--- config.mk ---
export PLATFORM = sky130hd
export DESIGN_NAME = fu_exec
export DESIGN_NICKNAME = d
export VERILOG_FILES = /design/src/logic/fu_pkg.sv /design/src/logic/fu_opr_select.sv /design/src/logic/fu_alu.sv /design/src/logic/fu_branch_resolve.sv /design/src/logic/fu_exec.sv
export VERILOG_INCLUDE_DIRS = /design/src /design/src/logic
export SDC_FILE = /design/constraint.sdc
export NUM_CORES = 2
export LEC_CHECK = 0
export BUFFER_PORTS_ARGS = -buffer_cell sky130_fd_sc_hd__buf_4
export CORE_MARGIN = 2
export CORE_UTILIZATION = 30
export CTS_CLUSTER_SIZE = 40
export DETAILED_ROUTE_END_ITERATION = 16
export HOLD_SLACK_MARGIN = 0.08
export PLACE_DENSITY = 0.56
export SLEW_MARGIN = 20
export SYNTH_ARGS = -nofsm -noshare
export SYNTH_HDL_FRONTEND = slang
export SYNTH_HIERARCHICAL = 1
export SYNTH_SLANG_ARGS = --single-unit
export TNS_END_PERCENT = 5
--- constraint.sdc ---
create_clock -name clk -period 10.6 [get_ports clk]
set_input_delay 2.12 -clock clk [delete_from_list [all_inputs] [get_ports clk]]
set_output_delay 2.12 -clock clk [all_outputs]
set_load 0.01 [all_outputs]
--- src/logic/fu_consts.svh ---
`ifndef FU_CONSTS_SVH
`define FU_CONSTS_SVH

// datapath word width
`define FU_XLEN 64

// low half of a word for the *w instructions
`define FU_HALF_XLEN 32

// shift amount bits for full and half words
`define FU_SHAMT_WIDTH 6
`define FU_HALF_SHAMT_WIDTH 5

// program counter width
`define FU_PC_WIDTH 32

// raw immediate as delivered by decode
`define FU_IMM_LEN 32

// rename tags
`define FU_ROB_INDEX_WIDTH 4
`define FU_PRD_ADDR_WIDTH 6

// encoding widths of the select and function fields
`define FU_OPR_SEL_WIDTH 2
`define FU_FUNC3_WIDTH 3

`endif

--- src/logic/fu_pkg.sv ---
`include "fu_consts.svh"

package fu_pkg;

    typedef logic [`FU_XLEN-1:0]            xlen_t;
    typedef logic [`FU_PC_WIDTH-1:0]        pc_t;
    typedef logic [`FU_IMM_LEN-1:0]         imm_t;
    typedef logic [`FU_ROB_INDEX_WIDTH-1:0] rob_index_t;
    typedef logic [`FU_PRD_ADDR_WIDTH-1:0]  prd_addr_t;

    // operand source where 3 is never issued
    typedef enum logic [`FU_OPR_SEL_WIDTH-1:0] {
        OPR_SEL_REG = 2'd0,
        OPR_SEL_IMM = 2'd1,
        OPR_SEL_PC  = 2'd2
    } opr_sel_e;

    // riscv func3 codes of the op/op-imm group
    typedef enum logic [`FU_FUNC3_WIDTH-1:0] {
        ALU_ADD_SUB = 3'd0,
        ALU_SLL     = 3'd1,
        ALU_SLT     = 3'd2,
        ALU_SLTU    = 3'd3,
        ALU_XOR     = 3'd4,
        ALU_SRL_SRA = 3'd5,
        ALU_OR      = 3'd6,
        ALU_AND     = 3'd7
    } alu_func_e;

    // branch func3 codes
    typedef enum logic [`FU_FUNC3_WIDTH-1:0] {
        BR_BEQ  = 3'd0,
        BR_BNE  = 3'd1,
        BR_BLT  = 3'd4,
        BR_BGE  = 3'd5,
        BR_BLTU = 3'd6,
        BR_BGEU = 3'd7
    } br_func_e;

endpackage

--- src/logic/fu_opr_select.sv ---
`include "fu_consts.svh"

module fu_opr_select
    import fu_pkg::*;
(
    input  logic                       req_valid_i,
    input  xlen_t                      rs1_i,
    input  xlen_t                      rs2_i,
    input  imm_t                       imm_i,
    input  pc_t                        pc_i,
    input  opr_sel_e                   opr1_sel_i,
    input  opr_sel_e                   opr2_sel_i,
    input  logic [`FU_FUNC3_WIDTH-1:0] func3_i,
    input  logic                       is_branch_i,
    input  logic                       is_jump_i,

    output xlen_t                      opr1_o,
    output xlen_t                      opr2_o,
    output alu_func_e                  func_sel_o,
    output logic                       cmp_en_o
);

    xlen_t imm_ext;
    xlen_t pc_ext;

    // immediate is signed while pc is an address
    assign imm_ext = {{(`FU_XLEN-`FU_IMM_LEN){imm_i[`FU_IMM_LEN-1]}}, imm_i};
    assign pc_ext  = {{(`FU_XLEN-`FU_PC_WIDTH){1'b0}}, pc_i};

    always_comb begin
        opr1_o = '0;
        opr2_o = '0;
        if (req_valid_i) begin
            case (opr1_sel_i)
                OPR_SEL_REG: opr1_o = rs1_i;
                // zero base lets lui and csr immediates pass opr2 through
                OPR_SEL_IMM: opr1_o = '0;
                OPR_SEL_PC:  opr1_o = pc_ext;
                default:     opr1_o = '0;
            endcase
            case (opr2_sel_i)
                OPR_SEL_REG: opr2_o = rs2_i;
                OPR_SEL_IMM: opr2_o = imm_ext;
                OPR_SEL_PC:  opr2_o = pc_ext;
                default:     opr2_o = '0;
            endcase
        end
    end

    // branch and jump targets come out of the adder
    assign func_sel_o = is_branch_i ? ALU_ADD_SUB : alu_func_e'(func3_i);

    // only conditional branches use the comparator
    assign cmp_en_o = is_branch_i & ~is_jump_i;

    // rename never hands out the reserved source encoding
    opr_sel_legal: assert final (
        !req_valid_i ||
        ((opr1_sel_i != opr_sel_e'(2'd3)) && (opr2_sel_i != opr_sel_e'(2'd3)))
    ) else $error("illegal operand source on a valid request");

endmodule

--- src/logic/fu_alu.sv ---
`include "fu_consts.svh"

module fu_alu
    import fu_pkg::*;
(
    input  logic       clk,
    input  logic       rst_n_i,
    input  logic       flush_i,

    input  logic       req_valid_i,
    input  xlen_t      opr1_i,
    input  xlen_t      opr2_i,
    input  alu_func_e  func_sel_i,
    input  logic       func_modifier_i,
    input  logic       half_i,
    input  logic       cmp_en_i,
    input  xlen_t      cmp_a_i,
    input  xlen_t      cmp_b_i,
    input  br_func_e   br_func_i,
    input  logic       is_branch_i,
    input  logic       is_jump_i,
    input  pc_t        next_pc_i,
    input  rob_index_t rob_index_i,
    input  prd_addr_t  prd_addr_i,

    output logic       resp_valid_o,
    output xlen_t      result_o,
    output logic       cmp_taken_o,
    output logic       is_branch_o,
    output logic       is_jump_o,
    output pc_t        next_pc_o,
    output rob_index_t rob_index_o,
    output prd_addr_t  prd_addr_o
);

    localparam int EXT_W = `FU_XLEN - `FU_HALF_XLEN;

    xlen_t                      a_op;
    xlen_t                      b_op;
    xlen_t                      srl_src;
    logic [`FU_SHAMT_WIDTH-1:0] shamt;
    logic                       sub_en;
    xlen_t                      raw_res;
    xlen_t                      alu_res;
    logic                       cmp_res;

    logic       resp_valid_q;
    logic       cmp_taken_q;
    logic       is_branch_q;
    logic       is_jump_q;
    xlen_t      result_q;
    pc_t        next_pc_q;
    rob_index_t rob_index_q;
    prd_addr_t  prd_addr_q;

    // word forms sign-extend both operands so compares and sra stay right
    assign a_op    = half_i ? {{EXT_W{opr1_i[`FU_HALF_XLEN-1]}}, opr1_i[`FU_HALF_XLEN-1:0]}
                            : opr1_i;
    assign b_op    = half_i ? {{EXT_W{opr2_i[`FU_HALF_XLEN-1]}}, opr2_i[`FU_HALF_XLEN-1:0]}
                            : opr2_i;
    // srlw must not pull in sign bits
    assign srl_src = half_i ? {{EXT_W{1'b0}}, opr1_i[`FU_HALF_XLEN-1:0]} : opr1_i;
    assign shamt   = half_i ? {1'b0, opr2_i[`FU_HALF_SHAMT_WIDTH-1:0]}
                            : opr2_i[`FU_SHAMT_WIDTH-1:0];
    // a branch target is always an add
    assign sub_en  = func_modifier_i & ~is_branch_i;

    always_comb begin
        case (func_sel_i)
            ALU_ADD_SUB: raw_res = sub_en ? (a_op - b_op) : (a_op + b_op);
            ALU_SLL:     raw_res = a_op << shamt;
            ALU_SLT:     raw_res = {{(`FU_XLEN-1){1'b0}}, $signed(a_op) < $signed(b_op)};
            ALU_SLTU:    raw_res = {{(`FU_XLEN-1){1'b0}}, a_op < b_op};
            ALU_XOR:     raw_res = a_op ^ b_op;
            ALU_SRL_SRA: begin
                if (func_modifier_i) begin
                    raw_res = $signed(a_op) >>> shamt;
                end else begin
                    raw_res = srl_src >> shamt;
                end
            end
            ALU_OR:      raw_res = a_op | b_op;
            ALU_AND:     raw_res = a_op & b_op;
            default:     raw_res = '0;
        endcase
    end

    assign alu_res = half_i ? {{EXT_W{raw_res[`FU_HALF_XLEN-1]}}, raw_res[`FU_HALF_XLEN-1:0]}
                            : raw_res;

    always_comb begin
        case (br_func_i)
            BR_BEQ:  cmp_res = cmp_a_i == cmp_b_i;
            BR_BNE:  cmp_res = cmp_a_i != cmp_b_i;
            BR_BLT:  cmp_res = $signed(cmp_a_i) < $signed(cmp_b_i);
            BR_BGE:  cmp_res = $signed(cmp_a_i) >= $signed(cmp_b_i);
            BR_BLTU: cmp_res = cmp_a_i < cmp_b_i;
            BR_BGEU: cmp_res = cmp_a_i >= cmp_b_i;
            default: cmp_res = 1'b0;
        endcase
    end

    always_ff @(posedge clk) begin
        if (!rst_n_i) begin
            resp_valid_q <= 1'b0;
            cmp_taken_q  <= 1'b0;
            is_branch_q  <= 1'b0;
            is_jump_q    <= 1'b0;
        end else begin
            // a flush at the sampling edge kills the request
            resp_valid_q <= req_valid_i & ~flush_i;
            if (req_valid_i) begin
                cmp_taken_q <= cmp_en_i & cmp_res;
                is_branch_q <= is_branch_i;
                is_jump_q   <= is_jump_i;
            end
        end
    end

    always_ff @(posedge clk) begin
        if (req_valid_i) begin
            result_q    <= alu_res;
            next_pc_q   <= next_pc_i;
            rob_index_q <= rob_index_i;
            prd_addr_q  <= prd_addr_i;
        end
    end

    assign resp_valid_o = resp_valid_q;
    assign result_o     = result_q;
    assign cmp_taken_o  = cmp_taken_q;
    assign is_branch_o  = is_branch_q;
    assign is_jump_o    = is_jump_q;
    assign next_pc_o    = next_pc_q;
    assign rob_index_o  = rob_index_q;
    assign prd_addr_o   = prd_addr_q;

    // decode marks every jump as a branch too
    jump_is_branch: assert property (@(posedge clk) disable iff (!rst_n_i)
        req_valid_i && is_jump_i |-> is_branch_i);

    no_resp_after_flush: assert property (@(posedge clk) disable iff (!rst_n_i)
        flush_i |=> !resp_valid_o);

endmodule

--- src/logic/fu_branch_resolve.sv ---
`include "fu_consts.svh"

module fu_branch_resolve
    import fu_pkg::*;
(
    input  xlen_t result_i,
    input  logic  cmp_taken_i,
    input  logic  is_branch_i,
    input  logic  is_jump_i,
    input  pc_t   next_pc_i,
    input  pc_t   predict_pc_i,

    output xlen_t wrb_data_o,
    output logic  branch_taken_o,
    output pc_t   final_next_pc_o,
    output logic  branch_predict_miss_o
);

    logic cond_branch;
    logic redirect;
    pc_t  target_pc;
    pc_t  final_next_pc;

    // jumps carry is_branch as well, so mask them out
    assign cond_branch = is_branch_i & ~is_jump_i;

    assign branch_taken_o = cond_branch & cmp_taken_i;

    // the adder output holds the target
    assign target_pc = result_i[`FU_PC_WIDTH-1:0];

    assign redirect = is_jump_i | branch_taken_o;

    always_comb begin
        if (redirect) begin
            final_next_pc = target_pc;
        end else begin
            final_next_pc = next_pc_i;
        end
    end

    assign final_next_pc_o = final_next_pc;

    // jal and jalr write back the return address
    assign wrb_data_o = is_jump_i ? {{(`FU_XLEN-`FU_PC_WIDTH){1'b0}}, next_pc_i} : result_i;

    // any difference from the fetch prediction is a redirect
    assign branch_predict_miss_o = final_next_pc != predict_pc_i;

endmodule

--- src/logic/fu_exec.sv ---
module fu_exec
    import fu_pkg::*;
(
    input  logic       clk,
    input  logic       rst_n_i,

    input  logic       req_valid_i,
    input  xlen_t      rs1_i,
    input  xlen_t      rs2_i,
    input  imm_t       imm_i,
    input  opr_sel_e   opr1_sel_i,
    input  opr_sel_e   opr2_sel_i,
    input  logic [2:0] func3_i,
    input  logic       func_modifier_i,
    input  logic       half_i,
    input  logic       is_branch_i,
    input  logic       is_jump_i,
    input  pc_t        pc_i,
    input  pc_t        next_pc_i,
    input  pc_t        predict_pc_i,
    input  rob_index_t rob_index_i,
    input  prd_addr_t  prd_addr_i,
    input  logic       global_trap_i,
    input  logic       global_ret_i,
    input  logic       global_predict_miss_i,

    output logic       resp_valid_o,
    output rob_index_t wrb_rob_index_o,
    output prd_addr_t  wrb_prd_addr_o,
    output xlen_t      wrb_data_o,
    output logic       branch_taken_o,
    output logic       branch_predict_miss_o,
    output pc_t        final_next_pc_o
);

    logic      flush;
    xlen_t     opr1;
    xlen_t     opr2;
    alu_func_e func_sel;
    logic      cmp_en;
    xlen_t     alu_result;
    logic      alu_cmp_taken;
    logic      alu_is_branch;
    logic      alu_is_jump;
    pc_t       alu_next_pc;
    pc_t       predict_pc_q;

    // trap, return or mispredict all kill the lane
    assign flush = global_trap_i | global_ret_i | global_predict_miss_i;

    fu_opr_select u_opr_select (
        .req_valid_i (req_valid_i),
        .rs1_i       (rs1_i),
        .rs2_i       (rs2_i),
        .imm_i       (imm_i),
        .pc_i        (pc_i),
        .opr1_sel_i  (opr1_sel_i),
        .opr2_sel_i  (opr2_sel_i),
        .func3_i     (func3_i),
        .is_branch_i (is_branch_i),
        .is_jump_i   (is_jump_i),
        .opr1_o      (opr1),
        .opr2_o      (opr2),
        .func_sel_o  (func_sel),
        .cmp_en_o    (cmp_en)
    );

    fu_alu u_alu (
        .clk             (clk),
        .rst_n_i         (rst_n_i),
        .flush_i         (flush),
        .req_valid_i     (req_valid_i),
        .opr1_i          (opr1),
        .opr2_i          (opr2),
        .func_sel_i      (func_sel),
        .func_modifier_i (func_modifier_i),
        .half_i          (half_i),
        .cmp_en_i        (cmp_en),
        .cmp_a_i         (rs1_i),
        .cmp_b_i         (rs2_i),
        .br_func_i       (br_func_e'(func3_i)),
        .is_branch_i     (is_branch_i),
        .is_jump_i       (is_jump_i),
        .next_pc_i       (next_pc_i),
        .rob_index_i     (rob_index_i),
        .prd_addr_i      (prd_addr_i),
        .resp_valid_o    (resp_valid_o),
        .result_o        (alu_result),
        .cmp_taken_o     (alu_cmp_taken),
        .is_branch_o     (alu_is_branch),
        .is_jump_o       (alu_is_jump),
        .next_pc_o       (alu_next_pc),
        .rob_index_o     (wrb_rob_index_o),
        .prd_addr_o      (wrb_prd_addr_o)
    );

    // prediction travels beside the alu stage to meet its result
    always_ff @(posedge clk) begin
        if (req_valid_i) begin
            predict_pc_q <= predict_pc_i;
        end
    end

    fu_branch_resolve u_branch_resolve (
        .result_i              (alu_result),
        .cmp_taken_i           (alu_cmp_taken),
        .is_branch_i           (alu_is_branch),
        .is_jump_i             (alu_is_jump),
        .next_pc_i             (alu_next_pc),
        .predict_pc_i          (predict_pc_q),
        .wrb_data_o            (wrb_data_o),
        .branch_taken_o        (branch_taken_o),
        .final_next_pc_o       (final_next_pc_o),
        .branch_predict_miss_o (branch_predict_miss_o)
    );

endmodule

Word level (Yosys, flattened, before mapping) --
Cells that the tools add are included. Widths: inputs -> output; s select.
Operators by class: mux-type cells 16, order comparisons 6, bitwise operators 16, shift operators 3, eq/ne operators 18, reduce and logical (&&, ||, !) cells 4, add/subtract/negate cells 2
Operator list (count):
- $mux 64 | 9
- $pmux 64 s8 | 1
- $lt 64x64->1 | 4
- $pmux 64 s3 | 1
- $ge 64x64->1 | 2
- $pmux 64 s2 | 1
- $add 64x64->64 | 1
- $and 64x64->64 | 1
- $eq 64x64->1 | 1
- $ne 64x64->1 | 1
- $or 64x64->64 | 1
- $shl 64x6->64 | 1
- $shr 64x6->64 | 1
- $sshr 64x6->64 | 1
- $sub 64x64->64 | 1
- $xor 64x64->64 | 1
- $mux 32 | 1
- $ne 32x32->1 | 1
- $eq 3x3->1 const B | 8
- $and 1x1->1 | 6
- $eq 3x1->1 const B | 2
- $eq 3x2->1 const B | 2
- $logic_not 3->1 | 2
- $mux 6 | 1
- other kinds (7) | 14
Storage, ports and cells: bits of input ports 283, word-level logic and storage cells 74, flip-flop bits (word level) 142

Longest topological paths before layout --
depth after elaboration 8, mapped depth 25

Cells and area by module --
Netlist, hierarchy kept.
Modules (own cells, without submodules):
- fu_alu | times used 1, cells each 3734, area each 25783.5 sq um, seq. area each 3263.1 sq um
- fu_opr_select | times used 1, cells each 299, area each 1889.3 sq um, seq. area each 0.0 sq um
- fu_branch_resolve | times used 1, cells each 257, area each 1762.9 sq um, seq. area each 0.0 sq um
- fu_exec | times used 1, cells each 33, area each 967.2 sq um, seq. area each 960.9 sq um

Worst setup path after synthesis --
No wires, ideal clock.
path type input -> register, start point input opr1_sel_i[1], end point register u_alu.result_q[61] (netlist: u_alu/result_o[61]) (data pin), stages on the path 24, path buffers 6, library setup time 257 ps, setup slack 3573 ps, data arrival time 6770 ps, path through buf_2 -> buf_4 -> mux2i_1 -> nor2_1 -> inv_1 -> nor2_1 -> clkbuf_1 -> clkbuf_1 -> buf_1 -> a21oi_1 -> ha_1 -> buf_2 -> a21oi_1 -> o22ai_1 -> a311o_1 -> a21o_1 -> a221oi_1 -> and2_1 -> o21ai_1 -> a31oi_1 -> o211ai_1 -> and4_1 -> nor3_1 -> nor2_1
Between the ends: longest elaborated chain between the ends 8, elaborated cells on any way between the ends 18
RTL lines:
- start: declaration | line fu_exec.sv:11 | input opr_sel_e opr1_sel_i,
- $eq 2x2->1 or $logic_not 2->1 (tied branches) | line fu_opr_select.sv:34 | case (opr1_sel_i)
- $pmux 64 s2 (*) | line fu_opr_select.sv:34
- $mux 64 (*) | line fu_opr_select.sv:33 | if (req_valid_i) begin
- named net opr1[31] | line fu_exec.sv:37 | xlen_t opr1;
- $mux 64, on equally long branches | line fu_alu.sv:57, fu_alu.sv:62
- $add 64x64->64, or another cell as far along | line fu_alu.sv:70 | ALU_ADD_SUB: raw_res = sub_en ? (a_op - b_op) : (a_op + b_op);
- $mux 64, on equally long branches | line fu_alu.sv:70, fu_alu.sv:76
- $pmux 64 s8 (*) | line fu_alu.sv:69 | case (func_sel_i)
- $mux 64 (*) | line fu_alu.sv:88 | assign alu_res = half_i ? {{EXT_W{raw_res[`FU_HALF_XLEN-1]}}, raw_res[`FU_HALF_XLEN-1:0]}
- named net u_alu.alu_res[61] | line fu_alu.sv:44 | xlen_t alu_res;
- end signal: assignment | line fu_alu.sv:122 | result_q <= alu_res;
- end: declaration | line fu_alu.sv:51 | xlen_t result_q;
Mark *: on every way through the listed nets, which the timed path passes. The rest lies on a longest branch. A chain may end at the register's enable or synchronous reset.

Worst setup path after layout --
start point input req_valid_i, end point register u_alu.result_q[62] (netlist: u_alu/result_o[62]) (data pin)
Between the ends: longest elaborated chain between the ends 6, elaborated cells on any way between the ends 18
RTL lines:
- start: declaration | line fu_exec.sv:7 | input logic req_valid_i,
- $mux 64 (*) | line fu_opr_select.sv:33
- named net opr2[31] | line fu_exec.sv:38 | xlen_t opr2;
- $mux 64 (*) | line fu_alu.sv:59 | assign b_op = half_i ? {{EXT_W{opr2_i[`FU_HALF_XLEN-1]}}, opr2_i[`FU_HALF_XLEN-1:0]}
- $add 64x64->64 or $sub 64x64->64 (tied branches) | line fu_alu.sv:70
- $mux 64 | line fu_alu.sv:70
- $pmux 64 s8 (*) | line fu_alu.sv:69
- $mux 64 (*) | line fu_alu.sv:88
- named net u_alu.alu_res[62] | line fu_alu.sv:44
Marks and branches as above.

==> impl_metrics.env <==
export IMPL_slew_viol_final=0
export IMPL_crit_path_start="req_valid_i"
export IMPL_synthToLayoutAreaGrowth_pct=14.61
export IMPL_power_density_nw_per_um2=95.23
export IMPL_drv_cap=0
export IMPL_numPortBuffers=391
export IMPL_cts_root_buf="clkbuf_16"
export IMPL_die_x_um=322.3
export IMPL_worstSetupEndpoint="u_alu/result_o[62]$_DFFE_PP_"
export IMPL_grt_pass1_vias=33112
export IMPL_post_cts_buffers=0
export IMPL_hold_viol=0
export IMPL_cts_sinks=142
export IMPL_r2r_end="u_alu/is_jump_o$_SDFFE_PN0P_"
export IMPL_hp_start="u_alu/is_branch_o$_SDFFE_PN0P_"
export IMPL_cp_arrival_ns=8.43
export IMPL_path_max_fanout=59
export IMPL_cp_top_family="compound AO/OA/AOI/OAI gates"
export IMPL_final_antenna_net_count=0
export IMPL_grt_pass1_wl_um=242900
export IMPL_routed_wl_um=172600
export IMPL_path_cells="clkbuf_8 -> buf_4 -> nand2_1 -> o22ai_1 -> inv_1 -> nor2_4 -> a21oi_1 -> ha_1 -> and2_1 -> nand3_1 -> nor3_1 -> inv_1 -> a211oi_1 -> nor2_1 -> a21oi_1 -> a31oi_1 -> o21ai_0 -> o21ai_1 -> xnor2_1 -> o21a_1"
export IMPL_clkLatencyLatePin_ns=0.46
export IMPL_worst_path_stages=20
export IMPL_cts_tree="yes"
export IMPL_drive_gt1_share_pct=14.77
export IMPL_r2r_setup_slack_ns=9.24
export IMPL_syn_inst=4323
export IMPL_synthesis_area_per_instance_um2=7.033
export IMPL_worstReg2RegStart="u_alu/is_jump_o$_SDFFE_PN0P_"
export IMPL_htree_num_levels=4
export IMPL_ys_types=103
export IMPL_fmax_ghz=0.1216
export IMPL_gp_routability_congestion=1.055
export IMPL_grt_usage_pct=31.90
export IMPL_synth_seq_cells=142
export IMPL_tns_ns=0
export IMPL_antenna_found_initial=11
export IMPL_start_util_pct=30.31
export IMPL_drtIter0Drc=5084
export IMPL_r2r_cells=3
export IMPL_dp_final_hpwl_um=139200
export IMPL_slowest_delay_ns=0.72
export IMPL_cp_num_buf_inv=4
export IMPL_worst_slew_pin_slew_ns=1.232
export IMPL_synth_warnings=6
export IMPL_grt_start_max_net_pins=167
export IMPL_cts_hold_buf=0
export IMPL_grt_ovfl_total=0
export IMPL_dr_pass1_iters=7
export IMPL_io_pins=392
export IMPL_cp_slowest_cell="ha_1"
export IMPL_syn_nets=4865
export IMPL_rows=116
export IMPL_worst_ep_required_time_ns=10.80
export IMPL_numCtsBuffers=17
export IMPL_fin_crit_sh_pct=77.57
export IMPL_criticalPathCategory="in -> reg"
export IMPL_finish_net_count=5005
export IMPL_layout_min_cycle_time_ns=8.222
export IMPL_hold_slack_ns=0.5738
export IMPL_rsz0062_at_grt="false"
export IMPL_core_area_um2=100300
export IMPL_yosysSeqAreaShare_pct=13.89
export IMPL_dieArea_um2=103900
export IMPL_route_detailed_drc=0
export IMPL_wl_per_cell_um=29.57
export IMPL_cts_resized=0
export IMPL_peakVddDrop_uv=126.3
export IMPL_path_clk_slew_ns=0.07
export IMPL_clk_path_buf_depth=2
export IMPL_synthArstFlopShare_pct=0
export IMPL_crit_path_start_kind="primary input"
export IMPL_dominantRegCellSynth="edfxtp_1"
export IMPL_syn_area_um2=30400
export IMPL_holdCritPathClass="reg -> reg"
export IMPL_relSlewSlack_pct=16.82
export IMPL_skew_ns=0
export IMPL_status="complete, no violations"
export IMPL_endpoint_kind="flop"
export IMPL_p_leak_nw=14.96
export IMPL_setup_viol=0
export IMPL_via_count=35454
export IMPL_fp_dieH_um=322.3
export IMPL_viasPerCell=6.074
export IMPL_synth_edf_count=138
-- Yosys cell counts, drive strengths merged (19+ instances only) --
cell type	n	area (um^2)
mux2	76	863.3
a22oi	21	157.7
ha	257	3216
o221ai	27	236.5
nor3	69	345.3
nor2b	78	488.0
xor2	27	236.5
nand2	414	1554
a21o	50	375.4
o211ai	58	435.4
inv	335	1257
nand2b	83	519.3
xnor2	61	534.3
nor2	407	1530
mux4	24	540.5
mux2i	280	2806
a211oi	52	395.4
clkbuf	173	650.6
o21bai	21	157.7
a211o	19	166.4
o22ai	75	475.5
a21oi	473	2386
edfxtp	138	4144
a221oi	30	280.3
o31ai	34	255.2
buf	159	818.3
o21ai	421	2122
nand4	36	225.2
nor4	31	200.2
nand3	61	305.3
and2	47	294.0
a31oi	47	300.3
-- worst reg2reg max path, cell delays in order, from the launching register on --
cell	delay, ns
dfxtp_2	0.35
buf_4	0.66
mux2i_1	0.15
nor2b_1	0.13
-- registers in the layout, indices dropped and copies added, names as in the netlist --
signal / count
u_alu/is_jump_o: 1
u_alu/result_o: 64
u_alu/prd_addr_o: 6
predict_pc_q: 32
u_alu/rob_index_o: 4
u_alu/cmp_taken_o: 1
u_alu/resp_valid_o: 1
u_alu/next_pc_o: 32
u_alu/is_branch_o: 1
-- metal layers --
layer | track usage [%] | vias to the layer above | part of all wire, % | wire length, um
met4 | 13.47 | 10 | 4.8 | 8291
met1 | 42.24 | 17012 | 41 | 71340
met5 | 0 | - | 0.037 | 64
met3 | 6.831 | 359 | 10 | 17750
met2 | 49.92 | 2172 | 44 | 75180
li1 | - | 15901 | - | -
-- placed cells by master, fill, tap and decap left out, types with 10 or more instances in the layout --
cell       Yosys  layout
nor4_1        30      30
a211oi_1      51      51
o31ai_1       34      34
nor3_1        69      69
o21bai_1      21      21
ha_1         257     257
a211o_1       19      19
nand2b_1      83      80
nor2b_1       78      75
and3_1        11      11
buf_4         26     447
o21a_1        18      18
edfxtp_1     138     138
a21oi_1      470     470
mux2_2        72      72
o21ai_0      404     404
nand4_1       36      36
a31oi_1       46      46
mux2i_1      279     279
or2_2         11      11
and2_1        46      46
a221oi_1      29      29
a31o_2        11      11
nor2_1       406     399
o211ai_1      58      58
a21o_1        50      50
nand2_1      414     412
a22oi_1       21      21
xnor2_1       61      61
o22ai_1       74      68
a311oi_1      10      10
or3_1         15      14
o21ai_1       15      15
a22o_1        16      16
o221ai_1      27      27
clkbuf_16      0      17
mux4_2        24      24
nand3_1       61      61
xor2_1        27      27
inv_1        333     331
-- where the power goes --
group	leakage, nW	internal, mW	switching, mW
combinational	13.3	0.655	1.30
clock	0.283	0.314	0.295
sequential	1.38	0.691	0.0681
total	15.0	1.66	1.66
-- logic make-up (layout without fill, tap and decap cells) --
family          after synthesis  after routing  synth area share, %
fa+ha+maj                   259            259                10.71
other cells                   0              4                    0
buf+inv                     671            824                9.017
xor+xnor                     88             88                2.535
mux                         380            380                13.85
flops                       142            142                13.89
simple gates               1290           1290                19.52
compound gates             1493           1493                30.48
-- cell type report --
cell class / count / area (um^2)
Antenna cell: 4 / 10.01
Sequential cell: 142 / 4225
Multi-Input combinational cell: 3510 / 23600
Timing Repair Buffer: 453 / 3470
Clock inverter: 15 / 143.9
Clock buffer: 17 / 425.4
Fill cell: 11018 / 65450
Inverter: 339 / 1277
Tap cell: 1357 / 1698
-- stage by stage --
| stage | area, um^2 | worst slack (ns) | utilization, % | std cells | power [mW] |
|---|---|---|---|---|---|
| detailed placement | 34270 | 2.044 | 34.17 | 5801 | 2.644 |
| CTS | 34840 | 2.534 | 34.73 | 5833 | 3.261 |
| finish | 34850 | 2.378 | 34.74 | 5837 | 3.318 |
| global route | 34840 | 2.172 | 34.73 | 5833 | 3.454 |
| floorplan | 30400 | 3.573 | - | 4323 | 1.833 |
| global placement | 34270 | 1.982 | 34.17 | 5801 | 2.652 |
-- how the worst min path moves through the flow --
stage | to | cells after the start
final | u_alu/is_branch_o$_SDFFE_PN0P_ | 2
after global routing | u_alu/is_branch_o$_SDFFE_PN0P_ | 2
after CTS | u_alu/is_branch_o$_SDFFE_PN0P_ | 2
after detailed placement | u_alu/is_branch_o$_SDFFE_PN0P_ | 2
after global placement | u_alu/is_branch_o$_SDFFE_PN0P_ | 2
after floorplan | u_alu/is_branch_o$_SDFFE_PN0P_ | 2
(Power assumes the default switching activity.)
